[config.mk]
export PLATFORM = sky130hd
export DESIGN_NAME = cpu_core
export DESIGN_NICKNAME = d
export VERILOG_FILES = /design/src/common/cpu_pkg.sv /design/src/common/pipe_if.sv /design/src/decode/register_file.sv /design/src/decode/decode_unit.sv /design/src/execute/execute_unit.sv /design/src/verilog/fetch_unit.sv /design/src/verilog/memory_stage.sv /design/src/verilog/cpu_core.sv
export SDC_FILE = /design/constraint.sdc
export NUM_CORES = 2
export LEC_CHECK = 0
export ABC_AREA = 1
export ABC_CLOCK_PERIOD_IN_PS = 10950
export BUFFER_PORTS_ARGS = -buffer_cell sky130_fd_sc_hd__clkbuf_2
export CORE_AREA = 2 2 467 469
export CTS_CLUSTER_SIZE = 8
export DETAILED_ROUTE_END_ITERATION = 10
export DIE_AREA = 0 0 469 471
export GPL_TIMING_DRIVEN = 1
export PLACE_DENSITY_LB_ADDON = 0.12
export SYNTH_ARGS = -nofsm -noshare
export SYNTH_HDL_FRONTEND = slang
export SYNTH_SLANG_ARGS = --single-unit
[constraint.sdc]
create_clock -name CLK -period 10.95 [get_ports CLK]
set_input_delay 2.19 -clock CLK [delete_from_list [all_inputs] [get_ports CLK]]
set_output_delay 2.19 -clock CLK [all_outputs]
set_load 0.01 [all_outputs]
[src/common/cpu_pkg.sv]
package cpu_pkg;

  // data and address word
  typedef logic [31:0] word_t;

  // register file sizing
  localparam int REG_COUNT = 32;
  localparam int REG_W = $clog2(REG_COUNT);
  typedef logic [REG_W-1:0] regaddr_t;

  // fetch starts here out of reset
  localparam word_t RESET_PC = 32'h0000_0000;

  // supported primary opcodes
  typedef enum logic [5:0] {
    OP_RTYPE = 6'h00,
    OP_J     = 6'h02,
    OP_BEQ   = 6'h04,
    OP_BNE   = 6'h05,
    OP_ADDIU = 6'h09,
    OP_ORI   = 6'h0d,
    OP_LUI   = 6'h0f,
    OP_LW    = 6'h23,
    OP_SW    = 6'h2b,
    OP_HALT  = 6'h3f
  } opcode_t;

  // r-type function codes
  typedef enum logic [5:0] {
    FN_ADDU = 6'h21,
    FN_SUBU = 6'h23,
    FN_AND  = 6'h24,
    FN_OR   = 6'h25,
    FN_SLT  = 6'h2a
  } funct_t;

  // alu operations, lui moves b into the upper half
  typedef enum logic [2:0] {
    ALU_ADD,
    ALU_SUB,
    ALU_AND,
    ALU_OR,
    ALU_SLT,
    ALU_LUI
  } alu_op_t;

  // writeback source
  typedef enum logic {
    WB_ALU,
    WB_LOAD
  } wb_sel_t;

  // control transfer kind, resolved in execute
  typedef enum logic [1:0] {
    BR_NONE,
    BR_BEQ,
    BR_BNE,
    BR_J
  } br_kind_t;

  // one instruction word, seen as r fields or i fields
  typedef union packed {
    struct packed {
      opcode_t  opcode;
      regaddr_t rs;
      regaddr_t rt;
      regaddr_t rd;
      logic [4:0] shamt;
      funct_t   funct;
    } r;
    struct packed {
      opcode_t  opcode;
      regaddr_t rs;
      regaddr_t rt;
      logic [15:0] imm;
    } i;
  } instr_u;

endpackage

[src/common/pipe_if.sv]
`timescale 1ns/1ns

// decode/execute pipeline register contents
interface dx_if
  import cpu_pkg::*;
();
  logic     valid;
  alu_op_t  alu_op;
  wb_sel_t  wb_sel;
  br_kind_t br_kind;
  logic     reg_wen;
  logic     mem_ren;
  logic     mem_wen;
  logic     halt;
  regaddr_t rs;
  regaddr_t rt;
  regaddr_t wsel;
  word_t    rdat1;
  word_t    rdat2;
  word_t    imm_ext;
  logic     use_imm;
  word_t    npc;
  word_t    jtarget;

  modport decode (
    output valid, alu_op, wb_sel, br_kind, reg_wen, mem_ren, mem_wen, halt,
           rs, rt, wsel, rdat1, rdat2, imm_ext, use_imm, npc, jtarget
  );

  modport execute (
    input valid, alu_op, wb_sel, br_kind, reg_wen, mem_ren, mem_wen, halt,
          rs, rt, wsel, rdat1, rdat2, imm_ext, use_imm, npc, jtarget
  );
endinterface

// execute/memory pipeline register contents
interface xm_if
  import cpu_pkg::*;
();
  logic     valid;
  word_t    alu_out;
  word_t    store_data;
  regaddr_t wsel;
  logic     reg_wen;
  logic     mem_ren;
  logic     mem_wen;
  wb_sel_t  wb_sel;
  logic     halt;

  modport execute (
    output valid, alu_out, store_data, wsel, reg_wen, mem_ren, mem_wen, wb_sel, halt
  );

  modport memory (
    input valid, alu_out, store_data, wsel, reg_wen, mem_ren, mem_wen, wb_sel, halt
  );
endinterface

[src/decode/register_file.sv]
`timescale 1ns/1ns

module register_file
  import cpu_pkg::*;
(
  input  logic     CLK,
  input  logic     nRST,
  input  logic     wen,
  input  regaddr_t wsel,
  input  word_t    wdat,
  input  regaddr_t rsel1,
  input  regaddr_t rsel2,
  output word_t    rdat1,
  output word_t    rdat2
);

  word_t regs [REG_COUNT];

  // register 0 never written
  always_ff @(posedge CLK, negedge nRST)
  begin
    if (!nRST)
    begin
      for (int k = 0; k < REG_COUNT; k++)
        regs[k] <= '0;
    end
    else if (wen && wsel != '0)
      regs[wsel] <= wdat;
  end

  // same-cycle write shows up on the read ports
  assign rdat1 = (rsel1 == '0) ? '0 : (wen && wsel == rsel1) ? wdat : regs[rsel1];
  assign rdat2 = (rsel2 == '0) ? '0 : (wen && wsel == rsel2) ? wdat : regs[rsel2];

endmodule

[src/decode/decode_unit.sv]
`timescale 1ns/1ns

module decode_unit
  import cpu_pkg::*;
(
  input  logic     CLK,
  input  logic     nRST,
  input  word_t    fd_instr,
  input  word_t    fd_npc,
  input  logic     fd_valid,
  input  logic     mem_stall,
  input  logic     redirect,
  input  logic     wb_wen,
  input  regaddr_t wb_wsel,
  input  word_t    wb_data,
  output logic     load_stall,
  dx_if.decode     dx
);

  instr_u   ins;
  alu_op_t  alu_op;
  wb_sel_t  wb_sel;
  br_kind_t br_kind;
  logic     reg_wen;
  logic     mem_ren;
  logic     mem_wen;
  logic     halt_op;
  logic     use_imm;
  logic     zero_ext;
  logic     dst_rd;
  logic     uses_rs;
  logic     uses_rt;
  word_t    rdat1;
  word_t    rdat2;
  word_t    imm_ext;
  word_t    jtarget;
  regaddr_t wsel;

  assign ins = fd_instr;

  register_file i_regs (
    .CLK   (CLK),
    .nRST  (nRST),
    .wen   (wb_wen),
    .wsel  (wb_wsel),
    .wdat  (wb_data),
    .rsel1 (ins.r.rs),
    .rsel2 (ins.r.rt),
    .rdat1 (rdat1),
    .rdat2 (rdat2)
  );

  // control decode
  always_comb
  begin
    alu_op   = ALU_ADD;
    wb_sel   = WB_ALU;
    br_kind  = BR_NONE;
    reg_wen  = 1'b0;
    mem_ren  = 1'b0;
    mem_wen  = 1'b0;
    halt_op  = 1'b0;
    use_imm  = 1'b1;
    zero_ext = 1'b0;
    dst_rd   = 1'b0;
    uses_rs  = 1'b1;
    uses_rt  = 1'b0;
    case (ins.r.opcode)
      OP_RTYPE:
      begin
        use_imm = 1'b0;
        dst_rd  = 1'b1;
        uses_rt = 1'b1;
        // unknown funct acts as a nop
        reg_wen = 1'b1;
        case (ins.r.funct)
          FN_ADDU: alu_op = ALU_ADD;
          FN_SUBU: alu_op = ALU_SUB;
          FN_AND:  alu_op = ALU_AND;
          FN_OR:   alu_op = ALU_OR;
          FN_SLT:  alu_op = ALU_SLT;
          default: reg_wen = 1'b0;
        endcase
      end
      OP_ADDIU: reg_wen = 1'b1;
      OP_ORI:
      begin
        alu_op   = ALU_OR;
        zero_ext = 1'b1;
        reg_wen  = 1'b1;
      end
      OP_LUI:
      begin
        alu_op   = ALU_LUI;
        zero_ext = 1'b1;
        reg_wen  = 1'b1;
        uses_rs  = 1'b0;
      end
      OP_LW:
      begin
        mem_ren = 1'b1;
        wb_sel  = WB_LOAD;
        reg_wen = 1'b1;
      end
      OP_SW:
      begin
        mem_wen = 1'b1;
        uses_rt = 1'b1;
      end
      OP_BEQ, OP_BNE:
      begin
        // compare rs with rt, imm only feeds the target
        br_kind = (ins.r.opcode == OP_BEQ) ? BR_BEQ : BR_BNE;
        use_imm = 1'b0;
        uses_rt = 1'b1;
      end
      OP_J:
      begin
        br_kind = BR_J;
        uses_rs = 1'b0;
      end
      OP_HALT:
      begin
        halt_op = 1'b1;
        uses_rs = 1'b0;
      end
      default: uses_rs = 1'b0;
    endcase
  end

  assign imm_ext = zero_ext ? {16'h0000, ins.i.imm} : {{16{ins.i.imm[15]}}, ins.i.imm};
  // 26-bit target spans rs, rt and imm of the i view
  assign jtarget = {fd_npc[31:28], ins.i.rs, ins.i.rt, ins.i.imm, 2'b00};
  assign wsel = dst_rd ? ins.r.rd : ins.i.rt;

  // load in execute feeding a source of this instruction
  assign load_stall = fd_valid && dx.valid && dx.mem_ren && (dx.wsel != '0) &&
                      ((uses_rs && dx.wsel == ins.r.rs) || (uses_rt && dx.wsel == ins.r.rt));

  // decode/execute valid, flushed or bubbled
  always_ff @(posedge CLK, negedge nRST)
  begin
    if (!nRST)
      dx.valid <= 1'b0;
    else if (!mem_stall)
      dx.valid <= fd_valid && !redirect && !load_stall;
  end

  // decode/execute payload
  always_ff @(posedge CLK)
  begin
    if (!mem_stall)
    begin
      dx.alu_op  <= alu_op;
      dx.wb_sel  <= wb_sel;
      dx.br_kind <= br_kind;
      dx.reg_wen <= reg_wen;
      dx.mem_ren <= mem_ren;
      dx.mem_wen <= mem_wen;
      dx.halt    <= halt_op;
      dx.rs      <= ins.r.rs;
      dx.rt      <= ins.r.rt;
      dx.wsel    <= wsel;
      dx.rdat1   <= rdat1;
      dx.rdat2   <= rdat2;
      dx.imm_ext <= imm_ext;
      dx.use_imm <= use_imm;
      dx.npc     <= fd_npc;
      dx.jtarget <= jtarget;
    end
  end

endmodule

[src/execute/execute_unit.sv]
`timescale 1ns/1ns

module execute_unit
  import cpu_pkg::*;
(
  input  logic     CLK,
  input  logic     nRST,
  input  logic     mem_stall,
  input  logic     wb_wen,
  input  regaddr_t wb_wsel,
  input  word_t    wb_data,
  output logic     redirect,
  output word_t    redirect_pc,
  dx_if.execute    dx,
  xm_if.execute    xm
);

  logic  xm_fwd;
  logic  wb_fwd;
  word_t opa;
  word_t src_b;
  word_t opb;
  word_t alu_out;
  logic  equal;

  // memory stage result, loads excluded by the load-use stall
  assign xm_fwd = xm.valid && xm.reg_wen && !xm.mem_ren && (xm.wsel != '0);
  assign wb_fwd = wb_wen && (wb_wsel != '0);

  // newest producer wins
  function automatic word_t fwd(input regaddr_t sel, input word_t rf_val);
    word_t val;
    val = rf_val;
    if (xm_fwd && xm.wsel == sel)
      val = xm.alu_out;
    else if (wb_fwd && wb_wsel == sel)
      val = wb_data;
    return val;
  endfunction

  assign opa   = fwd(dx.rs, dx.rdat1);
  // rt value also carries the store data
  assign src_b = fwd(dx.rt, dx.rdat2);
  assign opb   = dx.use_imm ? dx.imm_ext : src_b;

  always_comb
  begin
    case (dx.alu_op)
      ALU_ADD: alu_out = opa + opb;
      ALU_SUB: alu_out = opa - opb;
      ALU_AND: alu_out = opa & opb;
      ALU_OR:  alu_out = opa | opb;
      ALU_SLT: alu_out = {31'b0, $signed(opa) < $signed(opb)};
      ALU_LUI: alu_out = {opb[15:0], 16'h0000};
      default: alu_out = opa + opb;
    endcase
  end

  // branch compare on forwarded operands
  assign equal = (opa == src_b);

  always_comb
  begin
    case (dx.br_kind)
      BR_BEQ:  redirect = dx.valid && equal;
      BR_BNE:  redirect = dx.valid && !equal;
      BR_J:    redirect = dx.valid;
      default: redirect = 1'b0;
    endcase
  end

  // branch offset counts words past npc
  assign redirect_pc = (dx.br_kind == BR_J) ? dx.jtarget : dx.npc + {dx.imm_ext[29:0], 2'b00};

  // taken branch leaves a bubble behind
  always_ff @(posedge CLK, negedge nRST)
  begin
    if (!nRST)
      xm.valid <= 1'b0;
    else if (!mem_stall)
      xm.valid <= dx.valid && !redirect;
  end

  always_ff @(posedge CLK)
  begin
    if (!mem_stall)
    begin
      xm.alu_out    <= alu_out;
      xm.store_data <= src_b;
      xm.wsel       <= dx.wsel;
      xm.reg_wen    <= dx.reg_wen;
      xm.mem_ren    <= dx.mem_ren;
      xm.mem_wen    <= dx.mem_wen;
      xm.wb_sel     <= dx.wb_sel;
      xm.halt       <= dx.halt;
    end
  end

endmodule

[src/verilog/fetch_unit.sv]
`timescale 1ns/1ns

module fetch_unit
  import cpu_pkg::*;
(
  input  logic  CLK,
  input  logic  nRST,
  input  logic  mem_stall,
  input  logic  load_stall,
  input  logic  redirect,
  input  word_t redirect_pc,
  input  logic  halted,
  output word_t imem_addr,
  input  word_t imem_data,
  output word_t fd_instr,
  output word_t fd_npc,
  output logic  fd_valid
);

  word_t pc;
  word_t pc_plus4;

  assign pc_plus4 = pc + 32'd4;
  // instruction memory answers in the same cycle
  assign imem_addr = pc;

  // pc select, memory freeze first, then redirect, then hold
  always_ff @(posedge CLK, negedge nRST)
  begin
    if (!nRST)
      pc <= RESET_PC;
    else if (mem_stall)
      pc <= pc;
    else if (redirect)
      pc <= redirect_pc;
    else if (!load_stall && !halted)
      pc <= pc_plus4;
  end

  // fetch/decode valid bit
  always_ff @(posedge CLK, negedge nRST)
  begin
    if (!nRST)
      fd_valid <= 1'b0;
    else if (!mem_stall)
    begin
      // squash the wrong-path word on redirect
      if (redirect || halted)
        fd_valid <= 1'b0;
      else if (!load_stall)
        fd_valid <= 1'b1;
    end
  end

  // fetch/decode payload
  always_ff @(posedge CLK)
  begin
    if (!mem_stall && !redirect && !load_stall)
    begin
      fd_instr <= imem_data;
      fd_npc   <= pc_plus4;
    end
  end

endmodule

[src/verilog/memory_stage.sv]
`timescale 1ns/1ns

module memory_stage
  import cpu_pkg::*;
(
  input  logic     CLK,
  input  logic     nRST,
  input  word_t    dmem_load,
  input  logic     dmem_hit,
  output logic     dmem_ren,
  output logic     dmem_wen,
  output word_t    dmem_addr,
  output word_t    dmem_store,
  output logic     mem_stall,
  output logic     halt,
  output logic     wb_wen,
  output regaddr_t wb_wsel,
  output word_t    wb_data,
  xm_if.memory     xm
);

  logic     active;
  logic     mw_valid;
  logic     mw_reg_wen;
  regaddr_t mw_wsel;
  wb_sel_t  mw_wb_sel;
  word_t    mw_alu;
  word_t    mw_load;

  // nothing behind a retired halt touches memory or registers
  assign active = xm.valid && !halt;

  // request held with stable address and data until the hit
  assign dmem_ren   = active && xm.mem_ren;
  assign dmem_wen   = active && xm.mem_wen;
  assign dmem_addr  = xm.alu_out;
  assign dmem_store = xm.store_data;
  assign mem_stall  = (dmem_ren || dmem_wen) && !dmem_hit;

  // memory/writeback control
  always_ff @(posedge CLK, negedge nRST)
  begin
    if (!nRST)
    begin
      mw_valid   <= 1'b0;
      mw_reg_wen <= 1'b0;
    end
    else if (!mem_stall)
    begin
      mw_valid   <= active;
      mw_reg_wen <= xm.reg_wen;
    end
  end

  // memory/writeback payload, load data taken on the hit cycle
  always_ff @(posedge CLK)
  begin
    if (!mem_stall)
    begin
      mw_wsel   <= xm.wsel;
      mw_wb_sel <= xm.wb_sel;
      mw_alu    <= xm.alu_out;
      mw_load   <= dmem_load;
    end
  end

  // writeback bundle, also the far forwarding source
  assign wb_wen  = mw_valid && mw_reg_wen;
  assign wb_wsel = mw_wsel;
  assign wb_data = (mw_wb_sel == WB_LOAD) ? mw_load : mw_alu;

  // sticky once a valid halt leaves memory
  always_ff @(posedge CLK, negedge nRST)
  begin
    if (!nRST)
      halt <= 1'b0;
    else if (active && xm.halt)
      halt <= 1'b1;
  end

endmodule

[src/verilog/cpu_core.sv]
`timescale 1ns/1ns

module cpu_core
  import cpu_pkg::*;
(
  input  logic  CLK,
  input  logic  nRST,
  output word_t imem_addr,
  input  word_t imem_data,
  output logic  dmem_ren,
  output logic  dmem_wen,
  output word_t dmem_addr,
  output word_t dmem_store,
  input  word_t dmem_load,
  input  logic  dmem_hit,
  output logic  halt
);

  word_t    fd_instr;
  word_t    fd_npc;
  logic     fd_valid;
  logic     load_stall;
  logic     redirect;
  word_t    redirect_pc;
  logic     mem_stall;
  logic     wb_wen;
  regaddr_t wb_wsel;
  word_t    wb_data;

  // stage buses
  dx_if dx ();
  xm_if xm ();

  fetch_unit i_fetch (
    .CLK         (CLK),
    .nRST        (nRST),
    .mem_stall   (mem_stall),
    .load_stall  (load_stall),
    .redirect    (redirect),
    .redirect_pc (redirect_pc),
    .halted      (halt),
    .imem_addr   (imem_addr),
    .imem_data   (imem_data),
    .fd_instr    (fd_instr),
    .fd_npc      (fd_npc),
    .fd_valid    (fd_valid)
  );

  decode_unit i_decode (
    .CLK        (CLK),
    .nRST       (nRST),
    .fd_instr   (fd_instr),
    .fd_npc     (fd_npc),
    .fd_valid   (fd_valid),
    .mem_stall  (mem_stall),
    .redirect   (redirect),
    .wb_wen     (wb_wen),
    .wb_wsel    (wb_wsel),
    .wb_data    (wb_data),
    .load_stall (load_stall),
    .dx         (dx.decode)
  );

  execute_unit i_execute (
    .CLK         (CLK),
    .nRST        (nRST),
    .mem_stall   (mem_stall),
    .wb_wen      (wb_wen),
    .wb_wsel     (wb_wsel),
    .wb_data     (wb_data),
    .redirect    (redirect),
    .redirect_pc (redirect_pc),
    .dx          (dx.execute),
    .xm          (xm.execute)
  );

  // also drives the freeze seen by every stage
  memory_stage i_memory (
    .CLK        (CLK),
    .nRST       (nRST),
    .dmem_load  (dmem_load),
    .dmem_hit   (dmem_hit),
    .dmem_ren   (dmem_ren),
    .dmem_wen   (dmem_wen),
    .dmem_addr  (dmem_addr),
    .dmem_store (dmem_store),
    .mem_stall  (mem_stall),
    .halt       (halt),
    .wb_wen     (wb_wen),
    .wb_wsel    (wb_wsel),
    .wb_data    (wb_data),
    .xm         (xm.memory)
  );

endmodule

# Word-level counts from Yosys, hierarchy flattened
# Index checks and enable logic that the tools add are counted.
# word_totals
elab_cells,211
register_bits,1437
inputBits,67
out_inout_bits,99
# classes
n_eq_ne,32
reduce_logical,57
magnitude_cmp,5
add_sub_neg,4
bitwise,6
muxes,39
# op_table
operator,n
$bwmux 1024,1
$mux 32,16
$bmux 32 s5,2
$demux 32 s5,1
$pmux 32 s5,1
$add 32x32->32,2
$eq 6x6->1 const B,8
$eq 5x5->1,8
$add 32x3->32 const B,1
$and 32x32->32,1
$eq 32x32->1,1
$lt 32x32->1,1
$or 32x32->32,1
$sub 32x32->32,1
$logic_and 1x1->1,31
$eq 6x4->1 const B,3
$ge 6x6->1 const B,3
$not 5->6,3
$reduce_bool 5->1,3
$eq 6x3->1 const B,2
$pmux 3 s4,1
$mux 1,11
$logic_not 5->1,2
$pmux 3 s3,1
other kinds (24),38

# Depth between registers and ports, before layout
# depth
ltp_word,12
ltp_mapped,36
depth_no_buf,33

# Hierarchy
# Synthesis repeated with hierarchy kept, for this count alone.
# unflattened
hier_cells,11765
area_unflattened_um2,84434.7
# modules_own_cells
module,cells_per_inst,area_per_inst_um2,seq_area_each_um2,n_inst
register_file,8769,59320.6,25624.6,1
execute_unit,2011,12296.8,2247.2,1
decode_unit,316,5109.9,4169.0,1
fetch_unit,475,4418.0,2747.6,1
memory_stage,194,3289.4,2177.1,1

# Worst setup path before layout
# No wires, ideal clock.
# synth_path
path_type,input to register
startpoint,in dmem_hit
endpoint,reg i_decode.dx.valid
required_ns,10.611
cell_stages,6
path_slack_ns,-0.026
t_arrival_ns,10.637
path_cell_list,nor2_1 > clkinv_1 > nand2_1 > a21oi_1 > nand2_1 > o21ai_0
# synth_via
elab_chain_cells,2
# synth_lines
item,line_no,source
start: declaration,cpu_core.sv:15,"input logic dmem_hit,"
$logic_not 1->1,memory_stage.sv:38,assign mem_stall = (dmem_ren || dmem_wen) && !dmem_hit;
$logic_and 1x1->1,memory_stage.sv:38,
end signal: assignment,decode_unit.sv:146,dx.valid <= fd_valid && !redirect && !load_stall;
end: declaration,pipe_if.sv:26,"output valid, alu_op, wb_sel, br_kind, reg_wen, mem_ren, mem_wen, halt,"
# No other way between the ends.
# A chain may end at the register's enable or synchronous reset.

# Final worst setup path
# layout_path
startpoint,reg i_memory.mw_wb_sel
endpoint,reg i_execute.xm.alu_out[24] (data pin)
# layout_via
elab_chain_cells,6
# layout_lines
item,line_no,source
start: declaration,memory_stage.sv:26,wb_sel_t mw_wb_sel;
start signal: assignment,memory_stage.sv:61,mw_wb_sel <= xm.wb_sel;
$mux 32 (*),memory_stage.sv:70,assign wb_data = (mw_wb_sel == WB_LOAD) ? mw_load : mw_alu;
$mux 32,execute_unit.sv:36,else if (wb_fwd && wb_wsel == sel)
$mux 32,execute_unit.sv:34,if (xm_fwd && xm.wsel == sel)
$mux 32,execute_unit.sv:44,assign opb = dx.use_imm ? dx.imm_ext : src_b;
"$add 32x32->32, or another cell as far along","execute_unit.sv:49, execute_unit.sv:55",
$pmux 32 s5 (*),execute_unit.sv:48,case (dx.alu_op)
net i_execute.alu_out[24],execute_unit.sv:23,word_t alu_out;
end: declaration,pipe_if.sv:51,"output valid, alu_out, store_data, wsel, reg_wen, mem_ren, mem_wen, wb_sel, halt"
# Mark *: on every way through the listed nets, which the timed path passes. The rest lies on a longest branch.

==> metrics.md <==
| Metric | Value |
|---|---|
| Uppermost routed layer | met5 |
| Final routed DRC violation total | 0 |
| Top register by number of flip-flops | i_decode.i_regs.regs |
| Max FFs per register | 1024 |
| Inst Count DP | 12780 |
| Largest net degree at the start of global routing | 183 |
| FMAX | 139.1 MHz |
| IO buf count | 165 |
| Synth top area cells | sky130_fd_sc_hd__dfrtp_1, sky130_fd_sc_hd__o21ai_0, sky130_fd_sc_hd__edfxtp_1 |
| Maximum clock insertion buffer count | 3 |
| Via count normalized by instance count | 5.782 |
| Final clock skew | 0.03628 ns |
| Syn-to-layout area delta | 10.80% |
| Top cell type's share of synthesized area | 0.3343 |
| Net switching component of the power | 5.168 mW |
| Share of layout cells above drive strength 1 | 0.06906 |
| Setup TNS | 0 ns |
| Most common cell type on the critical path | sky130_fd_sc_hd__nand2_1 |
| Count of cells resized by post-cts repair | 0 |
| HPWL after DPL | 205600 um |
| Final hold vios | 0 |
| Vertical extent of the die | 471 um |
| Number of H-tree branching levels | 4 |
| Internal Pwr Total | 9.935 mW |
| Number of rows created at floorplan | 171 |
| Multi-input combinational cell area | 36410 um^2 |
| Netlist Area Pre-Place | 79490 um^2 |
| Status | finished, final reports clean |
| Maximum vdd drop | 0.1383 mV |
| Number of hold buffers added after cts | 0 |
| Final worst-path cycle share | 0.6563 |
| WL/cell | 26.13 um |
| Number of enable flip-flop cells after synthesis | 345 |
| Area taken by flip-flops and latches | 36940 um^2 |
| CTS tree | done |
| Via total after detailed routing | 75630 |
| Initial standard-cell utilization of the core | 0.3679 |
| Critical-path cell with the highest stage delay | sky130_fd_sc_hd__edfxtp_1 |
| Vias in the first global route | 71570 |
| Count of placed standard cells in the final layout, fillers left out | 13080 |
| Wirelength, routed | 341800 um |
| Final worst path period need | 7.187 ns |
| Share of the yosys chip area belonging to registers | 0.4646 |
| Highest cell delay on the worst timing path | 1.08 ns |
| Die outline area | 220900 um^2 |
| Worst-Skew Late Latency | 0.87 ns |
| Class of the tightest hold or removal check | flip-flop to flip-flop |
| Clock Root Buffer | sky130_fd_sc_hd__clkbuf_16 |
| CP Data Arrival Time | 7.80 ns |
| Relative contribution of the clock network to total power | 0.383 |
| Peak fanout along the critical path | 29 |
| Utilization after layout | 0.4076 |
| Flip-flop and latch count after synthesis | 1407 |
| Number of antenna violations at the first check in global routing | 6 |
| Type of element launching the critical path | flip-flop |
| Area leader, netlist | sky130_fd_sc_hd__dfrtp_1 |
| Endpoint type of the worst setup path | flip-flop |
| Core Box Area | 216100 um^2 |
| Most common library cell in the layout ignoring fill and taps | sky130_fd_sc_hd__nand2_1 |
| Global-route usage over all layers | 0.3049 |
| Final standard cell area without fillers | 88080 um^2 |
| Most frequent cells in the layout | sky130_fd_sc_hd__nand2_1, sky130_fd_sc_hd__o21ai_0, sky130_fd_sc_hd__dfrtp_1, sky130_fd_sc_hd__a21oi_1, sky130_fd_sc_hd__inv_1 |
| Chip Width | 469 um |
| Total routed wire length on the met1 layer | 146800 um |
| Relative max-transition margin | 0.1440 |
| Transition time at the pin with the least slew margin | 1.277 ns |
| Sink Count | 1407 |
| Congestion Overflow GR | 0 |
| Power density of the placed cells | 171.5 nW/um^2 |
| Share of synthesized flip-flops with an asynchronous set or reset | 0.7548 |
| Sum of met3 wire segment lengths after detailed routing | 27730 um |
| Logic pwr share | 0.208 |
| Number of violations of the max-capacitance limit | 0 |
| Net switching share of the total power | 0.3422 |
| Number of distinct standard cells referenced by the synthesized netlist | 56 |
| Met2 wire length | 150000 um |
| GP Congestion | 0.9017 |
| Global-route wire length before repair | 499900 um |
| Number of DRC markers in iteration 0 | 9460 |
| Number of fillers in the final layout | 22160 |
| Count of final max-slew check failures | 0 |
| Antenna-violating nets left | 0 |
| Required @ worst endpoint | 11.56 ns |
| Main synth FF type | sky130_fd_sc_hd__dfrtp_1 |
| Setup repair after global routing missed its margin | no |
| Post-CTS clock slew at the launch and capture registers of the worst setup and hold paths | 0.06 ns |
| Number of top-level design ports | 166 |
| Total setup violations reported at the end of the flow | 0 |
| Nets@finish | 10320 |
| Hold_ws | 0.3729 ns |
| Syn Inst Count | 10450 |
| Share of total power in sequential cells | 0.409 |
| Number of iterations in the first detailed-routing pass | 8 |
| Worst path top cell family by delay | compound AO/OA/AOI/OAI gates |
| Category of the critical setup timing path | flip-flop to flip-flop |
| Synthesized area per cell | 7.610 um^2 |
| Number of buffers created by CTS | 196 |
| Synth warn | 0 |
| Worst Path Buf+Inv | 4 |
| Net Count, Synth | 10650 |
| Postcts setup bufs | 0 |
| Placed cell area | 82520 um^2 |
| Static power due to leakage | 38.35 nW |
[synth_stat cells (65+ instances only)]
cell	n
sky130_fd_sc_hd__clkbuf_1	749
sky130_fd_sc_hd__dfrtp_1	1062
sky130_fd_sc_hd__nor2_1	416
sky130_fd_sc_hd__a21oi_1	845
sky130_fd_sc_hd__o211ai_1	206
sky130_fd_sc_hd__o21ai_0	2222
sky130_fd_sc_hd__ha_1	129
sky130_fd_sc_hd__edfxtp_1	345
sky130_fd_sc_hd__nand2_1	2411
sky130_fd_sc_hd__xor2_1	65
sky130_fd_sc_hd__nand3_1	488
sky130_fd_sc_hd__nand4_1	134
sky130_fd_sc_hd__o22ai_1	93
sky130_fd_sc_hd__inv_1	825
[metal layers]
metal / up-vias / GRT usage
met1: 36600 / 0.4212
met4: 2 / 0.1394
li1: 34680 / -
met5: - / 0
met3: 751 / 0.05206
met2: 3601 / 0.4648
[area by class of cell]
cell class,count,share of cell area
antenna,4,0.0001136
inverter,843,0.03635
sequential,1407,0.4194
multi-input combinational,7324,0.4134
timing repair buffer,353,0.02722
tap,2854,0.04054
clock buffer,282,0.06042
clock inverter,14,0.002600
[stage by stage]
step | power [mW] | setup WS, ns
2_1_floorplan | 7.892 | 2.332
3_3_place_gp | 9.359 | 3.747
3_5_place_dp | 9.366 | 4.019
4_1_cts | 15.18 | 3.974
5_1_grt | 15.74 | 2.963
6_report | 15.10 | 3.763
[cell families after synthesis]
group | Yosys count | synth area share
and+or+nand+nor | 3541 | 0.1819
buffers and inverters | 1715 | 0.08309
xor gates and xnor gates | 91 | 0.01003
DFF | 1407 | 0.4646
AOI/OAI and AO/OA | 3560 | 0.2393
adders and majority gates | 132 | 0.02106
[final timing paths]
check,start,end,slack (ns),cells past startpoint
worst max-delay path,i_memory.mw_wb_sel,i_execute.xm.alu_out[24],3.76,27
worst min-delay path,i_decode.i_regs.regs[999],i_decode.i_regs.regs[999],0.37,0
worst max register to register,i_memory.mw_wb_sel,i_execute.xm.alu_out[24],3.76,27
worst min register to register,i_decode.i_regs.regs[999],i_decode.i_regs.regs[999],0.37,0
max in group asynchronous,nRST,i_fetch.imem_addr[1],7.26,3
min in group asynchronous,nRST,i_decode.i_regs.regs[788],1.34,1
[power by group through the flow]
| stage | Clock, mW | Sequential (mW) | Combinational [mW] |
|---|---|---|---|
| floorplan | 0 | 6.11 | 1.79 |
| detailed placement | 0 | 6.26 | 3.10 |
| finish | 5.79 | 6.17 | 3.14 |
| global placement | 0 | 6.26 | 3.10 |
| CTS | 5.89 | 6.17 | 3.12 |
| global route | 6.11 | 6.20 | 3.42 |
[worst reg2reg max path, cell delays in order, from the launching register on]
cell and delay (ns):
sky130_fd_sc_hd__edfxtp_1 1.08, sky130_fd_sc_hd__o21ai_1 0.44, sky130_fd_sc_hd__inv_1 0.88, sky130_fd_sc_hd__nand4_1 0.21, sky130_fd_sc_hd__nand2_1 0.13, sky130_fd_sc_hd__nand2_1 0.06
sky130_fd_sc_hd__nand2_1 0.09, sky130_fd_sc_hd__nand2_1 0.05, sky130_fd_sc_hd__o21ai_0 0.11, sky130_fd_sc_hd__inv_1 0.12, sky130_fd_sc_hd__ha_1 0.26, sky130_fd_sc_hd__fa_1 0.46
sky130_fd_sc_hd__nor2_1 0.13, sky130_fd_sc_hd__nor2_1 0.06, sky130_fd_sc_hd__o21bai_1 0.18, sky130_fd_sc_hd__nand2_1 0.11, sky130_fd_sc_hd__a21oi_1 0.31, sky130_fd_sc_hd__a21boi_0 0.25
sky130_fd_sc_hd__o21ai_0 0.53, sky130_fd_sc_hd__nand2_1 0.10, sky130_fd_sc_hd__nand2_1 0.10, sky130_fd_sc_hd__inv_1 0.08, sky130_fd_sc_hd__o21ai_0 0.53, sky130_fd_sc_hd__inv_1 0.16
sky130_fd_sc_hd__o21bai_1 0.20, sky130_fd_sc_hd__a21oi_1 0.09, sky130_fd_sc_hd__o21ai_0 0.09, sky130_fd_sc_hd__nand4_1 0.09
Note: power is estimated with default switching activity, not from simulation.
